## src/design/soundPkg.sv

```systemverilog
`default_nettype none

package soundPkg;

	////////////////////
	// Widths with a meaning
	typedef logic [3:0]  regAddrT;   // Register file address
	typedef logic [7:0]  regDataT;   // CPU write data
	typedef logic [10:0] freqT;      // Channel frequency code
	typedef logic [3:0]  volumeT;    // Envelope volume 0..15
	typedef logic [4:0]  levelT;     // Channel output level 0..30
	typedef logic [8:0]  sampleT;    // Mixed and scaled sample

	// Eight-step duty patterns
	typedef enum logic [1:0] {
		duty12 = 2'd0,   // High on step 7
		duty25 = 2'd1,   // Steps 0 and 7
		duty50 = 2'd2,   // Steps 0, 5, 6, 7
		duty75 = 2'd3    // Steps 1 to 6
	} dutyT;

	////////////////////
	// Register map, channel 1 at 0..3 and channel 2 at 4..7
	localparam regAddrT AddrDuty1   = 4'd0;
	localparam regAddrT AddrEnv1    = 4'd1;
	localparam regAddrT AddrFreqLo1 = 4'd2;
	localparam regAddrT AddrFreqHi1 = 4'd3;   // Bit 7 triggers, bit 6 timed mode
	localparam regAddrT AddrDuty2   = 4'd4;
	localparam regAddrT AddrEnv2    = 4'd5;
	localparam regAddrT AddrFreqLo2 = 4'd6;
	localparam regAddrT AddrFreqHi2 = 4'd7;
	localparam regAddrT AddrMaster  = 4'd8;   // Master volume in bits 2:0
	localparam regAddrT AddrEnable  = 4'd9;   // Channel enable mask in bits 1:0

	////////////////////
	// Dividers and constants
	localparam int ToneDivide      = 4;      // Clocks per tone tick
	localparam int FrameDivide     = 8192;   // Clocks per frame step, 512 Hz at 4 MHz
	localparam int ToneCountWidth  = $clog2(ToneDivide);
	localparam int FrameCountWidth = $clog2(FrameDivide);
	localparam levelT LevelMid     = 5'd15;  // Silent level
	localparam int NumChannels     = 2;

endpackage

`default_nettype wire

```

## src/design/frameSequencer.sv

```systemverilog
`timescale 1ns/100ps
`default_nettype none

module frameSequencer import soundPkg::*; (
	input  wire  iClock,
	input  wire  arstN,
	output logic toneTick,       // One cycle every ToneDivide clocks
	output logic lengthTick,     // 256 Hz, entering an even step
	output logic envelopeTick    // 64 Hz, entering step 7
);

	logic [ToneCountWidth-1:0]  toneCount;
	logic [FrameCountWidth-1:0] frameCount;
	logic [2:0]                 frameStep;
	logic [2:0]                 nextStep;
	logic                       frameWrap;

	assign frameWrap = (frameCount == FrameCountWidth'(FrameDivide - 1));
	assign nextStep  = frameStep + 3'd1;   // Wraps 7 -> 0

	////////////////////
	// Tone divider
	always_ff @(posedge iClock or negedge arstN) begin
		if (!arstN) begin
			toneCount <= '0;
			toneTick  <= 1'b0;
		end else begin
			if (toneCount == ToneCountWidth'(ToneDivide - 1))
				toneCount <= '0;
			else
				toneCount <= toneCount + 1'b1;
			toneTick <= (toneCount == ToneCountWidth'(ToneDivide - 1));
		end
	end

	////////////////////
	// Frame divider and step decode
	always_ff @(posedge iClock or negedge arstN) begin
		if (!arstN) begin
			frameCount   <= '0;
			frameStep    <= '0;
			lengthTick   <= 1'b0;
			envelopeTick <= 1'b0;
		end else begin
			frameCount <= frameWrap ? '0 : frameCount + 1'b1;
			if (frameWrap)
				frameStep <= nextStep;
			// Ticks rise together with the step they belong to
			lengthTick   <= frameWrap && !nextStep[0];
			envelopeTick <= frameWrap && (nextStep == 3'd7);
		end
	end

endmodule

`default_nettype wire

```

## src/design/soundRegisters.sv

```systemverilog
`timescale 1ns/100ps
`default_nettype none

module soundRegisters import soundPkg::*; (
	input  wire                          iClock,
	input  wire                          arstN,
	input  wire                          wrEnable,
	input  wire regAddrT                 wrAddr,
	input  wire regDataT                 wrData,
	output logic                         trigger1,
	output logic                         trigger2,
	output dutyT                         duty1,
	output logic [5:0]                   lengthLoad1,
	output volumeT                       envelopeInit1,
	output logic                         envelopeUp1,
	output logic [2:0]                   envelopePeriod1,
	output freqT                         frequency1,
	output logic                         timedMode1,
	output dutyT                         duty2,
	output logic [5:0]                   lengthLoad2,
	output volumeT                       envelopeInit2,
	output logic                         envelopeUp2,
	output logic [2:0]                   envelopePeriod2,
	output freqT                         frequency2,
	output logic                         timedMode2,
	output logic [2:0]                   masterVolume,
	output logic [NumChannels-1:0]       enableMask
);

	always_ff @(posedge iClock or negedge arstN) begin
		if (!arstN) begin
			{duty1, lengthLoad1}                             <= '0;
			{envelopeInit1, envelopeUp1, envelopePeriod1}    <= '0;
			{frequency1, timedMode1}                         <= '0;
			{duty2, lengthLoad2}                             <= '0;
			{envelopeInit2, envelopeUp2, envelopePeriod2}    <= '0;
			{frequency2, timedMode2}                         <= '0;
			masterVolume <= '0;
			enableMask   <= '0;
			trigger1     <= 1'b0;
			trigger2     <= 1'b0;
		end else begin
			// Trigger lands one cycle after the write, fields already settled
			trigger1 <= wrEnable && (wrAddr == AddrFreqHi1) && wrData[7];
			trigger2 <= wrEnable && (wrAddr == AddrFreqHi2) && wrData[7];
			if (wrEnable) begin
				unique case (wrAddr)
					AddrDuty1:   {duty1, lengthLoad1} <= {dutyT'(wrData[7:6]), wrData[5:0]};
					AddrEnv1:    {envelopeInit1, envelopeUp1, envelopePeriod1} <= wrData;
					AddrFreqLo1: frequency1[7:0] <= wrData;
					AddrFreqHi1: begin
						timedMode1       <= wrData[6];
						frequency1[10:8] <= wrData[2:0];   // Bit 7 is not kept
					end
					AddrDuty2:   {duty2, lengthLoad2} <= {dutyT'(wrData[7:6]), wrData[5:0]};
					AddrEnv2:    {envelopeInit2, envelopeUp2, envelopePeriod2} <= wrData;
					AddrFreqLo2: frequency2[7:0] <= wrData;
					AddrFreqHi2: begin
						timedMode2       <= wrData[6];
						frequency2[10:8] <= wrData[2:0];
					end
					AddrMaster:  masterVolume <= wrData[2:0];
					AddrEnable:  enableMask   <= wrData[NumChannels-1:0];
					default:     ;   // Unmapped, write ignored
				endcase
			end
		end
	end

endmodule

`default_nettype wire

```

## src/design/squareChannel.sv

```systemverilog
`timescale 1ns/100ps
`default_nettype none

module squareChannel import soundPkg::*; (
	input  wire         iClock,
	input  wire         arstN,
	input  wire         toneTick,
	input  wire         lengthTick,
	input  wire         envelopeTick,
	input  wire         trigger,         // One-cycle restart
	input  wire dutyT   duty,
	input  wire [5:0]   lengthLoad,
	input  wire volumeT envelopeInit,
	input  wire         envelopeUp,
	input  wire [2:0]   envelopePeriod,  // 0 freezes the volume
	input  wire freqT   frequency,
	input  wire         timedMode,
	output levelT       level,
	output logic        active
);

	freqT       freqCount;     // Tone ticks left in this duty step
	logic [2:0] dutyStep;
	logic [6:0] lengthCount;   // 1..64 after trigger
	logic [2:0] envCount;      // Envelope ticks left until next volume step
	volumeT     volume;
	logic       patternBit;

	////////////////////
	// Duty pattern lookup
	always_comb begin
		unique case (duty)
			duty12:  patternBit = (dutyStep == 3'd7);
			duty25:  patternBit = (dutyStep == 3'd0) || (dutyStep == 3'd7);
			duty50:  patternBit = (dutyStep == 3'd0) || (dutyStep >= 3'd5);
			duty75:  patternBit = (dutyStep != 3'd0) && (dutyStep != 3'd7);
			default: patternBit = 1'b0;
		endcase
	end

	////////////////////
	// Frequency timer and duty step
	always_ff @(posedge iClock or negedge arstN) begin
		if (!arstN) begin
			freqCount <= '0;
			dutyStep  <= '0;
		end else if (trigger) begin
			freqCount <= ~frequency;   // 2047 - f, so 2048 - f ticks per step
			dutyStep  <= '0;
		end else if (toneTick) begin
			if (freqCount == '0) begin
				freqCount <= ~frequency;   // Picks up a frequency change here
				dutyStep  <= dutyStep + 3'd1;
			end else begin
				freqCount <= freqCount - 1'b1;
			end
		end
	end

	////////////////////
	// Length timer and active flag
	always_ff @(posedge iClock or negedge arstN) begin
		if (!arstN) begin
			lengthCount <= '0;
			active      <= 1'b0;
		end else if (trigger) begin
			lengthCount <= 7'd64 - {1'b0, lengthLoad};
			active      <= 1'b1;
		end else if (lengthTick && active && timedMode) begin
			lengthCount <= lengthCount - 1'b1;
			if (lengthCount == 7'd1)
				active <= 1'b0;   // Expires on the same edge
		end
	end

	////////////////////
	// Volume envelope
	always_ff @(posedge iClock or negedge arstN) begin
		if (!arstN) begin
			envCount <= '0;
			volume   <= '0;
		end else if (trigger) begin
			envCount <= envelopePeriod;
			volume   <= envelopeInit;
		end else if (envelopeTick && active && (envelopePeriod != 3'd0)) begin
			if (envCount <= 3'd1) begin
				envCount <= envelopePeriod;   // Period done, step the volume
				if (envelopeUp && (volume != 4'hF))
					volume <= volume + 4'd1;
				else if (!envelopeUp && (volume != 4'h0))
					volume <= volume - 4'd1;
			end else begin
				envCount <= envCount - 3'd1;
			end
		end
	end

	// Output level around the midpoint, one cycle behind the state
	always_ff @(posedge iClock or negedge arstN) begin
		if (!arstN)
			level <= LevelMid;
		else if (!active)
			level <= LevelMid;   // Silent
		else if (patternBit)
			level <= LevelMid + levelT'(volume);
		else
			level <= LevelMid - levelT'(volume);
	end

endmodule

`default_nettype wire

```

## src/design/soundMixer.sv

```systemverilog
`timescale 1ns/100ps
`default_nettype none

module soundMixer import soundPkg::*; (
	input  wire                    iClock,
	input  wire                    arstN,
	input  wire levelT             level1,
	input  wire levelT             level2,
	input  wire [NumChannels-1:0]  enableMask,
	input  wire [2:0]              masterVolume,
	output sampleT                 sample
);

	levelT      masked1;
	levelT      masked2;
	logic [5:0] levelSum;   // Up to 60
	logic [3:0] scale;      // masterVolume + 1, 1..8
	logic [9:0] product;    // Up to 480

	////////////////////
	// Mask, add, scale
	assign masked1  = enableMask[0] ? level1 : '0;   // Disabled channel adds nothing
	assign masked2  = enableMask[1] ? level2 : '0;
	assign levelSum = {1'b0, masked1} + {1'b0, masked2};
	assign scale    = {1'b0, masterVolume} + 4'd1;
	assign product  = 10'(levelSum) * 10'(scale);

	// Divide by 8 and register, truncating
	always_ff @(posedge iClock or negedge arstN) begin
		if (!arstN)
			sample <= '0;
		else
			sample <= sampleT'(product >> 3);
	end

endmodule

`default_nettype wire

```

## src/design/soundCtrl.sv

```systemverilog
`timescale 1ns/100ps
`default_nettype none

module soundCtrl import soundPkg::*; (
	input  wire          iClock,
	input  wire          arstN,
	input  wire          wrEnable,
	input  wire regAddrT wrAddr,
	input  wire regDataT wrData,
	output sampleT       sample,
	output logic         active1,
	output logic         active2
);

	logic toneTick, lengthTick, envelopeTick;
	logic trigger1, trigger2;
	dutyT duty1, duty2;
	logic [5:0] lengthLoad1, lengthLoad2;
	volumeT envelopeInit1, envelopeInit2;
	logic envelopeUp1, envelopeUp2;
	logic [2:0] envelopePeriod1, envelopePeriod2;
	freqT frequency1, frequency2;
	logic timedMode1, timedMode2;
	logic [2:0] masterVolume;
	logic [NumChannels-1:0] enableMask;
	levelT level1, level2;

	////////////////////
	// Ticks and CPU registers
	frameSequencer frameSeq (.iClock, .arstN, .toneTick, .lengthTick, .envelopeTick);

	soundRegisters regFile (.iClock, .arstN, .wrEnable, .wrAddr, .wrData,
		.trigger1, .trigger2,
		.duty1, .lengthLoad1, .envelopeInit1, .envelopeUp1, .envelopePeriod1,
		.frequency1, .timedMode1,
		.duty2, .lengthLoad2, .envelopeInit2, .envelopeUp2, .envelopePeriod2,
		.frequency2, .timedMode2,
		.masterVolume, .enableMask);

	////////////////////
	// Two square channels
	squareChannel channel1 (.iClock, .arstN, .toneTick, .lengthTick, .envelopeTick,
		.trigger(trigger1), .duty(duty1), .lengthLoad(lengthLoad1),
		.envelopeInit(envelopeInit1), .envelopeUp(envelopeUp1),
		.envelopePeriod(envelopePeriod1), .frequency(frequency1),
		.timedMode(timedMode1), .level(level1), .active(active1));

	squareChannel channel2 (.iClock, .arstN, .toneTick, .lengthTick, .envelopeTick,
		.trigger(trigger2), .duty(duty2), .lengthLoad(lengthLoad2),
		.envelopeInit(envelopeInit2), .envelopeUp(envelopeUp2),
		.envelopePeriod(envelopePeriod2), .frequency(frequency2),
		.timedMode(timedMode2), .level(level2), .active(active2));

	// Mix to the output sample
	soundMixer mixer (.iClock, .arstN, .level1, .level2, .enableMask, .masterVolume, .sample);

endmodule

`default_nettype wire

```

## config.mk

```make
export PLATFORM = sky130hd
export DESIGN_NAME = soundCtrl
export DESIGN_NICKNAME = d
export VERILOG_FILES = /design/src/design/soundPkg.sv /design/src/design/frameSequencer.sv /design/src/design/soundRegisters.sv /design/src/design/squareChannel.sv /design/src/design/soundMixer.sv /design/src/design/soundCtrl.sv
export SDC_FILE = /design/constraint.sdc
export NUM_CORES = 1
export LEC_CHECK = 0
export ABC_AREA = 0
export BUFFER_PORTS_ARGS = -buffer_cell sky130_fd_sc_hd__clkbuf_2
export CORE_MARGIN = 1
export CORE_UTILIZATION = 55
export CTS_CLUSTER_DIAMETER = 30
export DETAILED_ROUTE_END_ITERATION = 16
export PLACE_DENSITY = 0.72
export SYNTH_ARGS = -nofsm -noshare
export SYNTH_HDL_FRONTEND = slang
export SYNTH_SLANG_ARGS = --single-unit
```

## constraint.sdc

```tcl
create_clock -name iClock -period 12.73 [get_ports iClock]
set_input_delay 1.9095 -clock iClock [delete_from_list [all_inputs] [get_ports iClock]]
set_output_delay 1.9095 -clock iClock [all_outputs]
set_load 0.03 [all_outputs]
```

==> impl_metrics.csv <==
group,metric,value,unit
job,max_cap_violations,0,
pwr,power_leakage,4.45,nW
layout,fill_cells,1242,
min_path,hold_start,"frameSeq.toneCount[0]$_DFF_PN0_",
floorplanning,boundaryPins,26,
logic_synthesis,ys_seq_elements,159,
pwr,power,0.00182,W
clock_tree,clock_latency,0.42,ns
logic_synthesis,synth-edff-count,0,
clock_tree,htree_levels,4,
layout,final_cells,1081,
setup_path,path_cells,"and2_1, ha_1, a21o_1, a21oi_1, xnor2_1, and2_1, fa_1, inv_1, fa_1, inv_1, ha_1, nor2b_1, o21ai_0, nand2b_1, and4_1, or3_1",
route,wl_per_cell,16.8,um
sta,period_share,0.331,
clock_tree,cts.sinks,159,
clock_tree,cts-resized-gates,0,
clock_tree,clockBufferDepth,2,
clock_tree,cts_root_buffer,"clkbuf_16",
placement,hpwl,12600,um
sta,fmaxAchievable,0.238,GHz
floorplanning,fp.dieW,129,um
route,wl,18200,um
pwr,power_frac_seq,0.411,
pwr,power-per-cell-area,187,nW/um2
layout,mostFrequentLayoutCells,"dfrtp_1, mux2_2, nand2_1",
setup_path,cp-start-kind,"flop",
global_route,antenna_found_initial,0,
setup_path,reg2reg_to,"mixer.sample[5]$_DFF_PN0_",
setup_path,critPathKind,"flop to flop",
sta,drv_slew,0,
setup_path,crit_fanout,4,
sta,rsz0062_at_grt,"false",
layout,num-nets-final,939,
min_path,hold_end,"frameSeq.toneCount[0]$_DFF_PN0_",
setup_path,r2r.worst_path.cells,16,
placement,place_ws,8.54,ns
layout,area_growth,9.79,%
setup_path,worstPathArrival,4.51,ns
placement,io_buffer_count,23,
pwr,switchingPower,0.000636,W
sta,fin_crit,4.21,ns
global_route,grt_max_degree,83,
min_path,holdPathStages,1,
logic_synthesis,ys.warnings.count,0,
route,vias,6216,
placement,place_inst,1050,
sta,fin_tns_setup,0,ns
status,outcome,"finished, final reports clean",
route,dr.pass1.iters,5,
min_path,hp-class,"flop to flop",
global_route,track_usage,0.242,
logic_synthesis,yosys_most_used_dff,"dfrtp_1",
sta,slew_headroom,0.368,
clock_tree,clk_pin_slew,0.06,ns
global_route,grt_pass1_vias,6410,
setup_path,endpoint_kind,"flop",
sta,clock_skew,0.0129,ns
route,drtIter0Drc,348,
setup_path,crit_family,"adder cells",
pwr,power.internal,0.00118,W
route,drcViolationCount,0,
clock_tree,numCtsBuffers,17,
setup_path,cp_slowest_cell,"fa_1",
floorplanning,start_util,0.573,
route,viasPerCell,5.75,
clock_tree,tritoncts,"yes",
logic_synthesis,postSynthAreaPerCell,10.5,um2
logic_synthesis,synth_area,8830,um2
floorplanning,dieArea,16600,um2
sta,hold_viol_final,0,
route,ant_nets,0,
global_route,grt_pass1_wl,31100,um
sta,fin_ws,8.52,ns
pwr,comb_power_share,0.318,
setup_path,ff2ff_setup_slack,8.52,ns
clock_tree,cts_setup_buffers,0,
global_route,overflow,0,
logic_synthesis,netlist_instances,838,
setup_path,max_stage_delay,0.53,ns
pwr,p_clk_frac,0.271,
logic_synthesis,synth.distinct_cells,73,
setup_path,path_buf_inv,2,
logic_synthesis,ys_seq_area_frac,0.452,
setup_path,timing.rr.start,"channel1.level[1]$_DFF_PN1_",
pwr,p_sw_frac,0.350,
placement,finalWeightedCongestion,0.843,
floorplanning,die_y,129,um
setup_path,cp.required,13.03,ns
sta,timing_worst_slew_pin_value,0.948,ns
floorplanning,rows,45,
layout,diodes,0,
clock_tree,hold_buffers,0,
floorplanning,fp.coreArea,15400,um2
sta,setup_viol,0,
logic_synthesis,synth-async-reset-ratio,1.00,
layout,final_common_cell,"dfrtp_1",
pwr,ir_drop,111,uV
layout,drive_above_1_share,0.169,
-- how the worst max path moves through the flow --
| stage | start | end | cells past startpoint | slack (ns) |
|---|---|---|---|---|
| 2_1_floorplan | channel2.level[1]$_DFF_PN1_ | mixer.sample[5]$_DFF_PN0_ | 16 | 8.73 |
| 5_1_grt | channel2.level[1]$_DFF_PN1_ | mixer.sample[6]$_DFF_PN0_ | 16 | 8.31 |
| 3_5_place_dp | channel2.level[1]$_DFF_PN1_ | mixer.sample[5]$_DFF_PN0_ | 16 | 8.54 |
| 6_report | channel1.level[1]$_DFF_PN1_ | mixer.sample[5]$_DFF_PN0_ | 16 | 8.52 |
| 4_1_cts | channel2.level[1]$_DFF_PN1_ | mixer.sample[5]$_DFF_PN0_ | 16 | 8.53 |
| 3_3_place_gp | channel2.level[1]$_DFF_PN1_ | mixer.sample[5]$_DFF_PN0_ | 16 | 8.61 |
-- final cells by class --
type / count / area, um2 / share of cell area
tap: 211 / 264 / 0.0272
timing repair buffer: 26 / 144 / 0.0148
inverter: 59 / 221 / 0.0228
multi-input combinational: 595 / 4510 / 0.465
sequential: 159 / 3990 / 0.411
clock inverter: 13 / 141 / 0.0146
clock buffer: 18 / 429 / 0.0443
-- registers in the layout, summed over array words and instances (netlist names), 6 cells and up --
| signal | cells |
|---|---|
| regFile.frequency2 | 11 |
| regFile.lengthLoad2 | 6 |
| channel2.lengthCount | 7 |
| regFile.lengthLoad1 | 6 |
| channel1.lengthCount | 7 |
| regFile.frequency1 | 11 |
| channel1.freqCount | 11 |
| frameSeq.frameCount | 13 |
| channel2.freqCount | 11 |
| mixer.sample | 7 |
-- cells by family (layout without fill, tap and decap cells) --
logic type	Yosys count	after routing	share of synthesized area
AO/OA/AOI/OAI	139	139	0.105
XOR/XNOR	49	49	0.0486
adder cells (fa/ha/maj)	66	66	0.103
buffers and inverters	85	116	0.0384
flip-flops	159	159	0.452
multiplexers	77	77	0.0965
other	1	2	0.000425
AND/OR/NAND/NOR	262	262	0.157
-- layer usage --
metal | wire [um] | track usage | part of all wire | vias to the layer above
met5 | 0 | 0 | 0 | -
met4 | 301 | 0.0817 | 0.017 | 0
met3 | 807 | 0.0532 | 0.044 | 29
met2 | 9190 | 0.412 | 0.51 | 119
met1 | 7880 | 0.305 | 0.43 | 3092
li1 | - | - | - | 2976
-- power by group through the flow --
| stage | Sequential (W) | Clock, W | Combinational (W) |
|---|---|---|---|
| finish | 0.000746 | 0.000493 | 0.000578 |
| global route | 0.000765 | 0.000525 | 0.000659 |
| CTS | 0.000745 | 0.000502 | 0.000582 |
| detailed placement | 0.000750 | 0 | 0.000574 |
| global placement | 0.000742 | 0 | 0.000545 |
| floorplan | 0.000728 | 0 | 0.000448 |
-- synth_stat cells, types with 8 or more instances --
library cell	n	share of area
nor2b_1	11	0.0078
clkbuf_1	13	0.0055
mux2_2	65	0.083
inv_1	58	0.025
nor3_1	17	0.0096
nor2_1	60	0.025
nand4_1	8	0.0057
mux2i_1	12	0.014
dfstp_2	8	0.024
dfrtp_1	151	0.43
o21ai_0	43	0.024
nand2_1	63	0.027
xnor2_1	29	0.029
ha_1	55	0.078
nand3_1	14	0.0079
fa_1	11	0.025
and2_1	21	0.015
a21oi_1	28	0.016
xor2_1	20	0.020
nand3b_1	9	0.0076
or3_1	9	0.0064
-- stage by stage --
stage	utilization	area [um2]	hold WS [ns]
after floorplan	-	8840	0.403
after global placement	0.592	9130	0.414
after detailed placement	0.592	9130	0.426
after CTS	0.629	9700	0.434
after global routing	0.629	9700	0.458
final	0.629	9700	0.429
-- worst reg2reg max path: stages (launching register included) --
cell      delay (ns)
dfstp_2         0.51
and2_1          0.17
ha_1            0.24
a21o_1          0.19
a21oi_1         0.30
xnor2_1         0.12
and2_1          0.18
fa_1            0.47
inv_1           0.05
fa_1            0.53
inv_1           0.04
ha_1            0.33
nor2b_1         0.15
o21ai_0         0.14
nand2b_1        0.11
and4_1          0.21
or3_1           0.33
Power figures use the tool's default switching activity.
